File: src/verilog/csr_defs.svh
// shared widths, CSR numbers and fixed values for the machine-mode CSR block
// include in any RTL or testbench file that needs a width, an address or an ID value

`ifndef CSR_DEFS_SVH
`define CSR_DEFS_SVH

// ----------------------------------------
// widths
`define CSR_XLEN          32
`define CSR_ADDR_W        12
`define CSR_CNT_W         64

// ----------------------------------------
// machine trap setup and handling
`define CSR_MSTATUS       12'h300
`define CSR_MISA          12'h301
`define CSR_MIE           12'h304
`define CSR_MTVEC         12'h305
`define CSR_MCOUNTEREN    12'h306
`define CSR_MCOUNTINHIBIT 12'h320
`define CSR_MSCRATCH      12'h340
`define CSR_MEPC          12'h341
`define CSR_MCAUSE        12'h342
`define CSR_MTVAL         12'h343

// machine counters, low half at 0xB0x and high half at 0xB8x
`define CSR_MCYCLE        12'hB00
`define CSR_MCYCLEH       12'hB80
`define CSR_MINSTRET      12'hB02
`define CSR_MINSTRETH     12'hB82

// user counter shadows, read-only space 0xCxx
`define CSR_CYCLE         12'hC00
`define CSR_TIME          12'hC01
`define CSR_INSTRET       12'hC02
`define CSR_CYCLEH        12'hC80
`define CSR_TIMEH         12'hC81
`define CSR_INSTRETH      12'hC82

// machine information registers
`define CSR_MVENDORID     12'hF11
`define CSR_MARCHID       12'hF12
`define CSR_MIMPID        12'hF13
`define CSR_MHARTID       12'hF14

// ----------------------------------------
// fixed read values
// misa: mxl=1 (rv32), extensions i and u
`define MISA_VAL          32'h4010_0100
// mstatus: mpp held at machine mode, all enables clear
`define MSTATUS_VAL       32'h0000_1800
`define MVENDORID_VAL     32'h0000_0000
`define MARCHID_VAL       32'h0000_0000
`define MIMPID_VAL        32'h0000_0001
`define MHARTID_VAL       32'h0000_0000

// direct mode, base at 0x100
`define MTVEC_RESET       32'h0000_0100
// meie (11), mtie (7), msie (3)
`define MIE_MASK          32'h0000_0888

`endif

File: src/verilog/csr_pkg.sv
// types shared by the CSR block: privilege mode, register select and the address view
// referenced by scoped name (csr_pkg::...) from the RTL and the testbench

package csr_pkg;

   // only user and machine mode exist in this core
   typedef enum logic [1:0]
   {
      PRIV_U = 2'd0,
      PRIV_M = 2'd3
   } priv_mode_e;

   // one select per kept register, plus the two mtime halves and none
   typedef enum logic [4:0]
   {
      SEL_NONE,
      SEL_MSTATUS,
      SEL_MISA,
      SEL_MIE,
      SEL_MTVEC,
      SEL_MCOUNTEREN,
      SEL_MCOUNTINHIBIT,
      SEL_MSCRATCH,
      SEL_MEPC,
      SEL_MCAUSE,
      SEL_MTVAL,
      SEL_MCYCLE,
      SEL_MCYCLEH,
      SEL_MINSTRET,
      SEL_MINSTRETH,
      SEL_CYCLE,
      SEL_CYCLEH,
      SEL_TIME_LO,
      SEL_TIME_HI,
      SEL_INSTRET,
      SEL_INSTRETH,
      SEL_MVENDORID,
      SEL_MARCHID,
      SEL_MIMPID,
      SEL_MHARTID
   } csr_sel_e;

   // ----------------------------------------
   // the 12-bit CSR number, read two ways
   typedef union packed
   {
      // privilege view: access 3 = read-only
      struct packed
      {
         logic [1:0] access;
         logic [1:0] lowest;
         logic [7:0] index;
      } priv;
      // counter view: 0xC/0xB space, bit 7 selects the high half
      struct packed
      {
         logic [3:0] space;
         logic       high;
         logic [1:0] rsvd;
         logic [4:0] num;
      } cnt;
   } csr_addr_u;

endpackage

File: src/verilog/csr_decode.sv
// CSR address decode for the machine-mode CSR block
// combinational: maps a CSR number to a register select and decides whether
// the access is legal for the current privilege mode and access type

`timescale 1ns/1ps

`include "csr_defs.svh"

module csr_decode
(
   input  logic [`CSR_ADDR_W-1:0] adr,
   input  logic                   we,
   input  csr_pkg::priv_mode_e    priv_mode,
   input  logic [`CSR_XLEN-1:0]   mcounteren,
   output csr_pkg::csr_sel_e      sel,
   output logic                   legal
);

   csr_pkg::csr_addr_u csr_adr;
   logic               exists;
   logic               read_only;
   logic               priv_ok;
   logic               user_cnt;
   logic               cnt_ok;

   assign csr_adr = adr;

   // ----------------------------------------
   // address to select
   always_comb
   begin
      sel = csr_pkg::SEL_NONE;
      case (adr)
         `CSR_MSTATUS:       sel = csr_pkg::SEL_MSTATUS;
         `CSR_MISA:          sel = csr_pkg::SEL_MISA;
         `CSR_MIE:           sel = csr_pkg::SEL_MIE;
         `CSR_MTVEC:         sel = csr_pkg::SEL_MTVEC;
         `CSR_MCOUNTEREN:    sel = csr_pkg::SEL_MCOUNTEREN;
         `CSR_MCOUNTINHIBIT: sel = csr_pkg::SEL_MCOUNTINHIBIT;
         `CSR_MSCRATCH:      sel = csr_pkg::SEL_MSCRATCH;
         `CSR_MEPC:          sel = csr_pkg::SEL_MEPC;
         `CSR_MCAUSE:        sel = csr_pkg::SEL_MCAUSE;
         `CSR_MTVAL:         sel = csr_pkg::SEL_MTVAL;
         `CSR_MCYCLE:        sel = csr_pkg::SEL_MCYCLE;
         `CSR_MCYCLEH:       sel = csr_pkg::SEL_MCYCLEH;
         `CSR_MINSTRET:      sel = csr_pkg::SEL_MINSTRET;
         `CSR_MINSTRETH:     sel = csr_pkg::SEL_MINSTRETH;
         `CSR_CYCLE:         sel = csr_pkg::SEL_CYCLE;
         `CSR_CYCLEH:        sel = csr_pkg::SEL_CYCLEH;
         `CSR_TIME:          sel = csr_pkg::SEL_TIME_LO;
         `CSR_TIMEH:         sel = csr_pkg::SEL_TIME_HI;
         `CSR_INSTRET:       sel = csr_pkg::SEL_INSTRET;
         `CSR_INSTRETH:      sel = csr_pkg::SEL_INSTRETH;
         `CSR_MVENDORID:     sel = csr_pkg::SEL_MVENDORID;
         `CSR_MARCHID:       sel = csr_pkg::SEL_MARCHID;
         `CSR_MIMPID:        sel = csr_pkg::SEL_MIMPID;
         `CSR_MHARTID:       sel = csr_pkg::SEL_MHARTID;
         default:            sel = csr_pkg::SEL_NONE;
      endcase
   end

   // ----------------------------------------
   // legality
   assign exists = (sel != csr_pkg::SEL_NONE);

   // access field 3 is read-only by encoding
   // mstatus and misa sit in read-write space but are fixed here
   assign read_only = (csr_adr.priv.access == 2'b11) ||
                      (sel == csr_pkg::SEL_MSTATUS) ||
                      (sel == csr_pkg::SEL_MISA);

   // mode must reach the lowest privilege coded in bits 9:8
   assign priv_ok = (priv_mode >= csr_adr.priv.lowest);

   // user shadows live in 0xC00..0xC9F, bits 6:5 always zero
   assign user_cnt = (csr_adr.cnt.space == 4'hC) && (csr_adr.cnt.rsvd == 2'b00);

   // machine mode reads the shadows freely, user mode needs the mcounteren bit
   assign cnt_ok = !user_cnt || (priv_mode == csr_pkg::PRIV_M) ||
                   mcounteren[csr_adr.cnt.num];

   assign legal = exists && priv_ok && !(we && read_only) && cnt_ok;

endmodule

File: src/verilog/csr_trap_regs.sv
// writable machine trap-setup and trap-handling CSRs
// a register is written on the clock edge where wr_en is high and sel names it;
// values feed the read mux, mcounteren goes to decode, mcountinhibit to the counters

`timescale 1ns/1ps

`include "csr_defs.svh"

module csr_trap_regs
(
   input  logic                 clk_in,
   input  logic                 arst_n,
   input  logic                 wr_en,
   input  csr_pkg::csr_sel_e    sel,
   input  logic [`CSR_XLEN-1:0] wr_data,
   output logic [`CSR_XLEN-1:0] mtvec,
   output logic [`CSR_XLEN-1:0] mie,
   output logic [`CSR_XLEN-1:0] mscratch,
   output logic [`CSR_XLEN-1:0] mepc,
   output logic [`CSR_XLEN-1:0] mcause,
   output logic [`CSR_XLEN-1:0] mtval,
   output logic [`CSR_XLEN-1:0] mcounteren,
   output logic [`CSR_XLEN-1:0] mcountinhibit
);

   // mtvec mode field allows only 0 (direct) and 1 (vectored)
   localparam logic [`CSR_XLEN-1:0] MTVEC_WMASK = ~`CSR_XLEN'(2);

   // ----------------------------------------
   // trap registers
   always_ff @(posedge clk_in or negedge arst_n)
   begin
      if (!arst_n)
      begin
         mtvec         <= `MTVEC_RESET;
         mie           <= '0;
         mscratch      <= '0;
         mepc          <= '0;
         mcause        <= '0;
         mtval         <= '0;
         mcounteren    <= '0;
         mcountinhibit <= '0;
      end
      else if (wr_en)
      begin
         case (sel)
            csr_pkg::SEL_MTVEC:
               mtvec <= wr_data & MTVEC_WMASK;
            // only msie, mtie and meie are implemented
            csr_pkg::SEL_MIE:
               mie <= wr_data & `MIE_MASK;
            csr_pkg::SEL_MSCRATCH:
               mscratch <= wr_data;
            csr_pkg::SEL_MEPC:
               mepc <= wr_data;
            csr_pkg::SEL_MCAUSE:
               mcause <= wr_data;
            csr_pkg::SEL_MTVAL:
               mtval <= wr_data;
            // bit n enables user access to counter n
            csr_pkg::SEL_MCOUNTEREN:
               mcounteren <= wr_data;
            // bit 0 stops mcycle, bit 2 stops minstret
            csr_pkg::SEL_MCOUNTINHIBIT:
               mcountinhibit <= wr_data;
            default:
            begin
               // counters and read-only selects are handled elsewhere
            end
         endcase
      end
   end

endmodule

File: src/verilog/csr_counters.sv
// 64-bit mcycle and minstret counters
// mcycle counts clocks, minstret counts retire pulses; each is stopped by its
// mcountinhibit bit, and a write to either half takes priority over the count

`timescale 1ns/1ps

`include "csr_defs.svh"

module csr_counters
(
   input  logic                  clk_in,
   input  logic                  arst_n,
   input  logic                  wr_en,
   input  csr_pkg::csr_sel_e     sel,
   input  logic [`CSR_XLEN-1:0]  wr_data,
   input  logic [`CSR_XLEN-1:0]  mcountinhibit,
   input  logic                  retire,
   output logic [`CSR_CNT_W-1:0] mcycle,
   output logic [`CSR_CNT_W-1:0] minstret
);

   logic cyc_inc;
   logic ir_inc;

   // next value of one counter, a half write replaces the increment
   function automatic logic [`CSR_CNT_W-1:0] next_count
   (
      input logic [`CSR_CNT_W-1:0] cur,
      input logic                  inc,
      input logic                  wr_lo,
      input logic                  wr_hi,
      input logic [`CSR_XLEN-1:0]  data
   );
      logic [`CSR_CNT_W-1:0] nxt;
      nxt = cur + {{(`CSR_CNT_W-1){1'b0}}, inc};
      if (wr_lo)
         nxt = {cur[`CSR_CNT_W-1:`CSR_XLEN], data};
      else if (wr_hi)
         nxt = {data, cur[`CSR_XLEN-1:0]};
      return nxt;
   endfunction

   // ----------------------------------------
   assign cyc_inc = !mcountinhibit[0];
   assign ir_inc  = retire && !mcountinhibit[2];

   always_ff @(posedge clk_in or negedge arst_n)
   begin
      if (!arst_n)
      begin
         mcycle   <= '0;
         minstret <= '0;
      end
      else
      begin
         mcycle   <= next_count(mcycle, cyc_inc,
                                wr_en && (sel == csr_pkg::SEL_MCYCLE),
                                wr_en && (sel == csr_pkg::SEL_MCYCLEH), wr_data);
         minstret <= next_count(minstret, ir_inc,
                                wr_en && (sel == csr_pkg::SEL_MINSTRET),
                                wr_en && (sel == csr_pkg::SEL_MINSTRETH), wr_data);
      end
   end

endmodule

File: src/verilog/csr_wb_response.sv
// Wishbone classic slave side of the CSR block
// detects a new request, pulses wr_en for a legal write in the request cycle,
// picks the read word by sel and registers it with a one-cycle ack or err

`timescale 1ns/1ps

`include "csr_defs.svh"

module csr_wb_response
(
   input  logic                  clk_in,
   input  logic                  arst_n,
   input  logic                  wb_cyc,
   input  logic                  wb_stb,
   input  logic                  wb_we,
   input  logic                  legal,
   input  csr_pkg::csr_sel_e     sel,
   input  logic [`CSR_XLEN-1:0]  mtvec,
   input  logic [`CSR_XLEN-1:0]  mie,
   input  logic [`CSR_XLEN-1:0]  mscratch,
   input  logic [`CSR_XLEN-1:0]  mepc,
   input  logic [`CSR_XLEN-1:0]  mcause,
   input  logic [`CSR_XLEN-1:0]  mtval,
   input  logic [`CSR_XLEN-1:0]  mcounteren,
   input  logic [`CSR_XLEN-1:0]  mcountinhibit,
   input  logic [`CSR_CNT_W-1:0] mcycle,
   input  logic [`CSR_CNT_W-1:0] minstret,
   input  logic [`CSR_CNT_W-1:0] mtime,
   output logic                  wr_en,
   output logic [`CSR_XLEN-1:0]  wb_dat_r,
   output logic                  wb_ack,
   output logic                  wb_err
);

   logic                 req;
   logic [`CSR_XLEN-1:0] rd_word;

   // ----------------------------------------
   // request detect
   // the master holds stb until it sees a response, so a cycle with ack or
   // err already high is the tail of the previous request
   assign req = wb_cyc && wb_stb && !wb_ack && !wb_err;

   // write lands on the same edge that raises ack
   assign wr_en = req && wb_we && legal;

   // ----------------------------------------
   // read mux
   always_comb
   begin
      case (sel)
         csr_pkg::SEL_MSTATUS:       rd_word = `MSTATUS_VAL;
         csr_pkg::SEL_MISA:          rd_word = `MISA_VAL;
         csr_pkg::SEL_MIE:           rd_word = mie;
         csr_pkg::SEL_MTVEC:         rd_word = mtvec;
         csr_pkg::SEL_MCOUNTEREN:    rd_word = mcounteren;
         csr_pkg::SEL_MCOUNTINHIBIT: rd_word = mcountinhibit;
         csr_pkg::SEL_MSCRATCH:      rd_word = mscratch;
         csr_pkg::SEL_MEPC:          rd_word = mepc;
         csr_pkg::SEL_MCAUSE:        rd_word = mcause;
         csr_pkg::SEL_MTVAL:         rd_word = mtval;
         // machine counters and their user shadows share the same state
         csr_pkg::SEL_MCYCLE,
         csr_pkg::SEL_CYCLE:         rd_word = mcycle[`CSR_XLEN-1:0];
         csr_pkg::SEL_MCYCLEH,
         csr_pkg::SEL_CYCLEH:        rd_word = mcycle[`CSR_CNT_W-1:`CSR_XLEN];
         csr_pkg::SEL_MINSTRET,
         csr_pkg::SEL_INSTRET:       rd_word = minstret[`CSR_XLEN-1:0];
         csr_pkg::SEL_MINSTRETH,
         csr_pkg::SEL_INSTRETH:      rd_word = minstret[`CSR_CNT_W-1:`CSR_XLEN];
         // time comes straight from the platform mtime
         csr_pkg::SEL_TIME_LO:       rd_word = mtime[`CSR_XLEN-1:0];
         csr_pkg::SEL_TIME_HI:       rd_word = mtime[`CSR_CNT_W-1:`CSR_XLEN];
         csr_pkg::SEL_MVENDORID:     rd_word = `MVENDORID_VAL;
         csr_pkg::SEL_MARCHID:       rd_word = `MARCHID_VAL;
         csr_pkg::SEL_MIMPID:        rd_word = `MIMPID_VAL;
         csr_pkg::SEL_MHARTID:       rd_word = `MHARTID_VAL;
         default:                    rd_word = '0;
      endcase
   end

   // ----------------------------------------
   // registered response, one clock after the request edge
   always_ff @(posedge clk_in or negedge arst_n)
   begin
      if (!arst_n)
      begin
         wb_ack   <= 1'b0;
         wb_err   <= 1'b0;
         wb_dat_r <= '0;
      end
      else
      begin
         wb_ack <= req && legal;
         wb_err <= req && !legal;
         // a write returns the old value, like csrrw
         if (req)
            wb_dat_r <= legal ? rd_word : '0;
      end
   end

endmodule

File: src/verilog/csr_unit.sv
// top level of the machine-mode CSR block
// Wishbone classic slave addressed by the 12-bit CSR number; an illegal or
// missing CSR answers with err, everything else with ack one clock later

`timescale 1ns/1ps

`include "csr_defs.svh"

module csr_unit
(
   input  logic                  clk_in,
   input  logic                  arst_n,
   // Wishbone classic slave
   input  logic                  wb_cyc,
   input  logic                  wb_stb,
   input  logic                  wb_we,
   input  logic [`CSR_ADDR_W-1:0] wb_adr,
   input  logic [`CSR_XLEN-1:0]  wb_dat_w,
   output logic [`CSR_XLEN-1:0]  wb_dat_r,
   output logic                  wb_ack,
   output logic                  wb_err,
   // core side
   input  csr_pkg::priv_mode_e   priv_mode,
   input  logic                  retire,
   input  logic [`CSR_CNT_W-1:0] mtime
);

   csr_pkg::csr_sel_e     sel;
   logic                  legal;
   logic                  wr_en;
   logic [`CSR_XLEN-1:0]  mtvec;
   logic [`CSR_XLEN-1:0]  mie;
   logic [`CSR_XLEN-1:0]  mscratch;
   logic [`CSR_XLEN-1:0]  mepc;
   logic [`CSR_XLEN-1:0]  mcause;
   logic [`CSR_XLEN-1:0]  mtval;
   logic [`CSR_XLEN-1:0]  mcounteren;
   logic [`CSR_XLEN-1:0]  mcountinhibit;
   logic [`CSR_CNT_W-1:0] mcycle;
   logic [`CSR_CNT_W-1:0] minstret;

   // ----------------------------------------
   // decode
   csr_decode u_decode
   (
      .adr        (wb_adr),
      .we         (wb_we),
      .priv_mode  (priv_mode),
      .mcounteren (mcounteren),
      .sel        (sel),
      .legal      (legal)
   );

   // ----------------------------------------
   // execute: register and counter state
   csr_trap_regs u_trap_regs
   (
      .clk_in        (clk_in),
      .arst_n        (arst_n),
      .wr_en         (wr_en),
      .sel           (sel),
      .wr_data       (wb_dat_w),
      .mtvec         (mtvec),
      .mie           (mie),
      .mscratch      (mscratch),
      .mepc          (mepc),
      .mcause        (mcause),
      .mtval         (mtval),
      .mcounteren    (mcounteren),
      .mcountinhibit (mcountinhibit)
   );

   csr_counters u_counters
   (
      .clk_in        (clk_in),
      .arst_n        (arst_n),
      .wr_en         (wr_en),
      .sel           (sel),
      .wr_data       (wb_dat_w),
      .mcountinhibit (mcountinhibit),
      .retire        (retire),
      .mcycle        (mcycle),
      .minstret      (minstret)
   );

   // ----------------------------------------
   // result: bus response
   csr_wb_response u_wb_response
   (
      .clk_in        (clk_in),
      .arst_n        (arst_n),
      .wb_cyc        (wb_cyc),
      .wb_stb        (wb_stb),
      .wb_we         (wb_we),
      .legal         (legal),
      .sel           (sel),
      .mtvec         (mtvec),
      .mie           (mie),
      .mscratch      (mscratch),
      .mepc          (mepc),
      .mcause        (mcause),
      .mtval         (mtval),
      .mcounteren    (mcounteren),
      .mcountinhibit (mcountinhibit),
      .mcycle        (mcycle),
      .minstret      (minstret),
      .mtime         (mtime),
      .wr_en         (wr_en),
      .wb_dat_r      (wb_dat_r),
      .wb_ack        (wb_ack),
      .wb_err        (wb_err)
   );

endmodule

File: config.mk
export PLATFORM = sky130hd
export DESIGN_NAME = csr_unit
export DESIGN_NICKNAME = d
export VERILOG_FILES = /design/src/verilog/csr_pkg.sv /design/src/verilog/csr_decode.sv /design/src/verilog/csr_trap_regs.sv /design/src/verilog/csr_counters.sv /design/src/verilog/csr_wb_response.sv /design/src/verilog/csr_unit.sv
export VERILOG_INCLUDE_DIRS = /design/src /design/src/verilog
export SDC_FILE = /design/constraint.sdc
export NUM_CORES = 1
export LEC_CHECK = 0
export ABC_AREA = 1
export BUFFER_PORTS_ARGS = -buffer_cell sky130_fd_sc_hd__buf_2
export CORE_ASPECT_RATIO = 0.7
export CORE_UTILIZATION = 50
export CTS_BUF_LIST = sky130_fd_sc_hd__clkbuf_2 sky130_fd_sc_hd__clkbuf_4 sky130_fd_sc_hd__clkbuf_8
export CTS_CLUSTER_DIAMETER = 60
export DETAILED_ROUTE_END_ITERATION = 8
export PLACE_DENSITY_LB_ADDON = 0.25
export SLEW_MARGIN = 20
export SYNTH_ARGS = -nofsm -noshare
export SYNTH_HDL_FRONTEND = slang
export SYNTH_SLANG_ARGS = --single-unit
File: constraint.sdc
create_clock -name clk_in -period 3.9 [get_ports clk_in]
set_input_delay 0.585 -clock clk_in [delete_from_list [all_inputs] [get_ports clk_in]]
set_output_delay 0.585 -clock clk_in [all_outputs]
set_load 0.01 [all_outputs]
* Yosys cells after proc, flatten, opt, wreduce, memory -nomap -nowiden *
Index checks and enable logic that the tools add are counted.
W data, S select, Z words.

word-level totals
  output and inout port bits = 34
  word-level logic and storage cells = 120
  bits of input ports = 116
  register bits = 388

operators by class
  equality and inequality tests = 50
  muxes and demuxes = 9
  reduce and logical (&&, ||, !) cells = 42
  order comparisons = 2
  $add $sub $neg = 2

operators with widths
  operator                count
  $pmux W32 S17           1
  $eq A12 B12 Y1 const B  14
  $add A64 B1 Y64         2
  $mux W64                2
  $eq A12 B10 Y1 const B  10
  $pmux W5 S24            1
  $mux W32                3
  $eq A5 B4 Y1 const B    8
  $eq A5 B5 Y1 const B    6
  $eq A5 B3 Y1 const B    4
  $logic_and A1 B1 Y1     17
  $reduce_and A2 Y1       8
  $eq A5 B2 Y1 const B    2
  $reduce_or A2 Y1        4
  $logic_not A1 Y1        7
  $lt A5 B6 Y1 const B    1
  $bmux W1 S5             1
  $eq A5 B1 Y1 const B    1
  $reduce_bool A5 Y1      1
  $eq A2 B2 Y1 const B    2
  $eq A4 B4 Y1 const B    1
  $logic_or A1 B1 Y1      4
  $ne A2 B1 Y1 const B    2
  $ge A2 B2 Y1            1
  other kinds (2)         2

* Depth between registers and ports, before layout *
  depth after elaboration = 13
  gate-level depth with buffers = 18
  gate-level depth less buffers = 18

* Cells and area by module *
A second synthesis with hierarchy kept.

second synthesis, totals
  cell total of the unflattened synthesis = 3860
  area, all modules = 25259.2 µm²

by module, submodules not included
  module           cells an instance  instances  area each (µm²)  seq. area each (µm²)
  csr_counters     1631               1          9988.3           3203.1
  csr_trap_regs    1035               1          9182.6           5656.7
  csr_wb_response  982                1          5163.7           850.8
  csr_decode       212                1          924.6            0.0

* Worst setup path before layout *
Ideal clock, no wire load.

  kind = input to register
  from = in retire
  to = reg u_counters.minstret[62]
  data required time = 3782 ps
  cell stages on the path = 17
  setup time = 118 ps
  slack = 1155 ps
  arrival time = 2627 ps
  path buffers = 0
  cells stage by stage = inv_1 nor2_1 ha_1 ha_1 nand2_1 nor2_1 nand2_1 nor2_1 nand2_1 nor3_1 nand4_1 nor2_1 nand3_1 xor2_1 nand2_1 nand3_1 nand2_1

on the way
  cells in the longest elaborated chain, start to end = 3

RTL lines
  element               RTL line            RTL
  start, declared       csr_unit.sv:24      input logic retire,
  $logic_and A1 B1 Y1   csr_counters.sv:45  assign ir_inc = retire && !mcountinhibit[2];
  $add A64 B1 Y64       csr_counters.sv:35  nxt = cur + {{(`CSR_CNT_W-1){1'b0}}, inc};
  $mux W64              csr_counters.sv:38  else if (wr_hi)
  end signal, assigned  csr_counters.sv:59  minstret <= next_count(minstret, ir_inc,
  end, declared         csr_counters.sv:19  output logic [`CSR_CNT_W-1:0] minstret

Every way passes these cells. The select of a mux whose other input is x is not followed.
A chain may end at the register's enable or synchronous reset.

* Worst setup path after layout *
  from = reg u_trap_regs.mcountinhibit[0]
  to = reg u_counters.mcycle[57]

on the way
  cells in the longest elaborated chain, start to end = 3

RTL lines
  element                 RTL line             RTL
  start, declared         csr_trap_regs.sv:23  output logic [`CSR_XLEN-1:0] mcountinhibit
  start signal, assigned  csr_trap_regs.sv:65  mcountinhibit <= wr_data;
  $logic_not A1 Y1        csr_counters.sv:44   assign cyc_inc = !mcountinhibit[0];
  $add A64 B1 Y64         csr_counters.sv:35
  $mux W64                csr_counters.sv:38
  end signal, assigned    csr_counters.sv:56   mcycle <= next_count(mcycle, cyc_inc,
  end, declared           csr_counters.sv:18   output logic [`CSR_CNT_W-1:0] mcycle,

Every way passes these cells. The select of a mux whose other input is x is not followed.

==> flow_summary.ini <==
[clock_tree]
clk_latency_ns = 0.68
clock_tree_from_tritoncts = done
clock_sinks = 388
cts_made_buffers = 66
clock_tree.htree_level_count = 3
cts_clk_pin_slew_worst_paths_ns = 0.06
cts-root-to-sink-buffers = 3
root_buf_cell = clkbuf_8

[yosys]
ys_dominant_reg_cell = dfrtp_1
number_of_nets_produced_by_synthesis = 3177
synth_cell_type_count = 56
mappedNetlistArea_mm2 = 0.0225
seq_area_frac_synth_pct = 43.2
yosys_warnings = 0
synth_top_area_share_pct = 43.0
synth.largest_area_cell = dfrtp_1
postSynthAreaPerCell_um2 = 7.37
netlist_instances = 3055
synth_async_sr_flop_share_pct = 100
yosys-top-cells-area = dfrtp_1 (43%), nand2_1 (17%), nand3_1 (5.8%)
yosys_register_bits = 388
count_of_flip_flops_with_a_built_in_enable_after_synthesis = 0

[cells_and_area]
fillers = 4169
finalInstanceArea_mm2 = 0.0257
mostFrequentLayoutCells = nand2_1 (1028), dfrtp_1 (387), inv_1 (265), nand3_1 (259), nor2_1 (193)
final_common_cell = nand2_1
synthToLayoutAreaGrowth_pct = 14.4
final_layout_size_suffix_gt1_share_pct = 12.6
finish.net_count = 3366

[pwr]
cellLeakagePower_nw = 12.7
worst_ir_drop_vdd_uv = 308
power_density_mw_per_mm2 = 337

[sta]
setup_total_negative_slack_ns = 0
rsz0062_at_grt = false
fin_worst_hold_slack_ns = 0.239
worst_slew_pin_slew_ns = 1.08
finClkSkew_ns = 0.0387
clock.fmax_mhz = 271
worst_relative_slew_slack_pct = 27.3
post-route-worst-setup-slack_ns = 0.215
finalHoldViolCount = 0
finalCriticalPeriod_ns = 3.69
finalMaxSlewViolations = 0
report.final.setup_viol = 0
finalCritPeriodShare_pct = 94.5

[hold_path]
hold_path.class = input pin to flip-flop

[place]
dpl-instance-area_mm2 = 0.0243
gp_congestion = 1.02
detailedPlacementHpwl_mm = 70.8
worst_setup_slack_before_clock_tree_synthesis_ns = 0.314
io_buffer_count = 149

[detailed_routing]
drt-initial-drc-count = 3434
route.detailed.wl_per_inst_um = 24.6
routed_via_count_divided_by_cell_count = 6.07
drc = 0
dr.pass1.iters = 6
routed-via-count = 23600
wirelength_mm = 95.4
antenna_violating_nets_post_route = 0

[global_routing]
grt_usage_pct = 41.4
antenna_found_initial = 2
first_global_vias = 21500
first_pass_grt_wire_length_mm = 141
grt_max_degree = 115
gr-total-overflow = 0

[setup_path]
startpoint_type = flip-flop
cp-end-kind = flip-flop
critPathKind = flip-flop to flip-flop
critPathArrivalTime_ns = 4.25
cp_max_fo = 3
worstPathRequired_ns = 4.46

[die]
core_area_mm2 = 0.0440
die-width_um = 256
initial_core_utilization_pct = 51.1
io-pin-count = 150
core.rowCount = 64
die_area_mm2 = 0.0459
die_h_um = 179

[status]
outcome = complete, no violations

[run]
maxCapViolations = 0
==> synth_stat cells, types with 2 or more instances <==
master and n:
nand3_4 5, clkbuf_1 66, nand2_1 1028, a211oi_1 15
a21oi_1 23, o21ai_1 116, or2_2 2, clkbuf_2 2
nand2_2 8, nand4_4 2, ha_1 6, o211ai_1 4
nor3_1 69, and3_1 5, nor2_4 3, nand3_2 5
nand3b_1 27, o2111ai_1 5, nand3_1 259, clkinv_1 4
nor2_2 6, a2111oi_0 7, buf_6 9, inv_1 265
buf_4 11, inv_2 12, a22oi_1 13, nor3b_1 3
buf_1 3, xnor2_1 16, o21a_1 17, dfrtp_1 387
xor2_1 101, nor2_1 193, nor4_1 21, nor2_8 2
nand4_1 52, a22o_1 23, o22ai_1 21, a221oi_1 36
o21ai_0 151, buf_2 38
==> through the flow <==
step / instances / utilization [%] / total power, W
floorplan: 3055 / - / 0.00435
global placement: 3769 / 55.2 / 0.00466
detailed placement: 3769 / 55.2 / 0.00467
CTS: 3884 / 58.4 / 0.00868
global route: 3885 / 58.4 / 0.00891
finish: 3885 / 58.4 / 0.00868
==> kinds of logic after synthesis <==
kind of cell,synth area share [%]
buffers and inverters,7.61
adders and majority gates,0.334
xor gates and xnor gates,4.55
and+or+nand+nor,32.6
AOI/OAI and AO/OA,11.7
DFF,43.2
==> power breakdown <==
| part | internal, W | switching, W |
|---|---|---|
| clock network | 0.00221 | 0.00186 |
| registers | 0.00406 | 0.0000539 |
| logic | 0.000131 | 0.000358 |
| total | 0.00641 | 0.00227 |
==> sequential cells by signal, indices dropped and copies added, names as in the netlist <==
register	cells
u_counters.mcycle	64
u_counters.minstret	64
u_trap_regs.mcause	32
u_trap_regs.mcounteren	32
u_trap_regs.mcountinhibit	32
u_trap_regs.mepc	32
u_trap_regs.mscratch	32
u_trap_regs.mtval	32
u_wb_response.wb_dat_r	32
u_trap_regs.mtvec	31
u_trap_regs.mie	3
u_wb_response.wb_ack	1
u_wb_response.wb_err	1
==> metal layers <==
metal | share of wire (%) | track usage (%)
met1 | 44 | 63.7
met2 | 38 | 54.0
met3 | 14 | 13.0
met4 | 3.6 | 13.7
met5 | 0.014 | 0
==> layout make-up <==
class,instances,area [um2],area share (%)
Multi-Input combinational cell,2256,11100,43.1
Sequential cell,388,9710,37.7
Timing Repair Buffer,251,1710,6.65
Clock buffer,96,1210,4.70
Inverter,281,1050,4.10
Tap cell,594,743,2.89
Clock inverter,18,213,0.826
Antenna cell,1,2.50,0.00972
==> worst max-delay path, stage by stage, from the launching register on <==
cell     delay, ns
dfrtp_1       0.38
inv_1         0.11
ha_1          0.19
nand2_1       0.08
nor2_1        0.21
nand2_1       0.13
nor2_1        0.17
buf_4         0.15
nand2_1       0.10
inv_1         0.07
nand2_1       0.15
nor3_1        0.19
nand2_1       0.24
nor2_1        0.69
nand3_1       0.34
xnor2_1       0.21
nand3_1       0.10
nand3_1       0.07
==> timing repair <==
item | in CTS | in global routing
setup buffers | 0 | 0
setup endpoints to repair | 0 | 1
hold buffers | 1 | 0
gates resized for setup | 0 | 1
hold endpoints to repair | 78 | 0
==> path summary, 6_finish.rpt <==
path,from,endpoint,slack [ns],cells past startpoint
max reg2reg,u_trap_regs.mcountinhibit[0],u_counters.mcycle[57],0.21,17
min,wb_dat_w[31],u_counters.minstret[31],0.24,3
max,u_trap_regs.mcountinhibit[0],u_counters.mcycle[57],0.21,17
max in group asynchronous,arst_n,u_counters.mcycle[56],2.22,3
min reg2reg,u_wb_response.wb_dat_r[14],u_wb_response.wb_dat_r[14],0.48,2
min in group asynchronous,arst_n,u_trap_regs.mscratch[7],0.51,2
(Power assumes the default switching activity.)
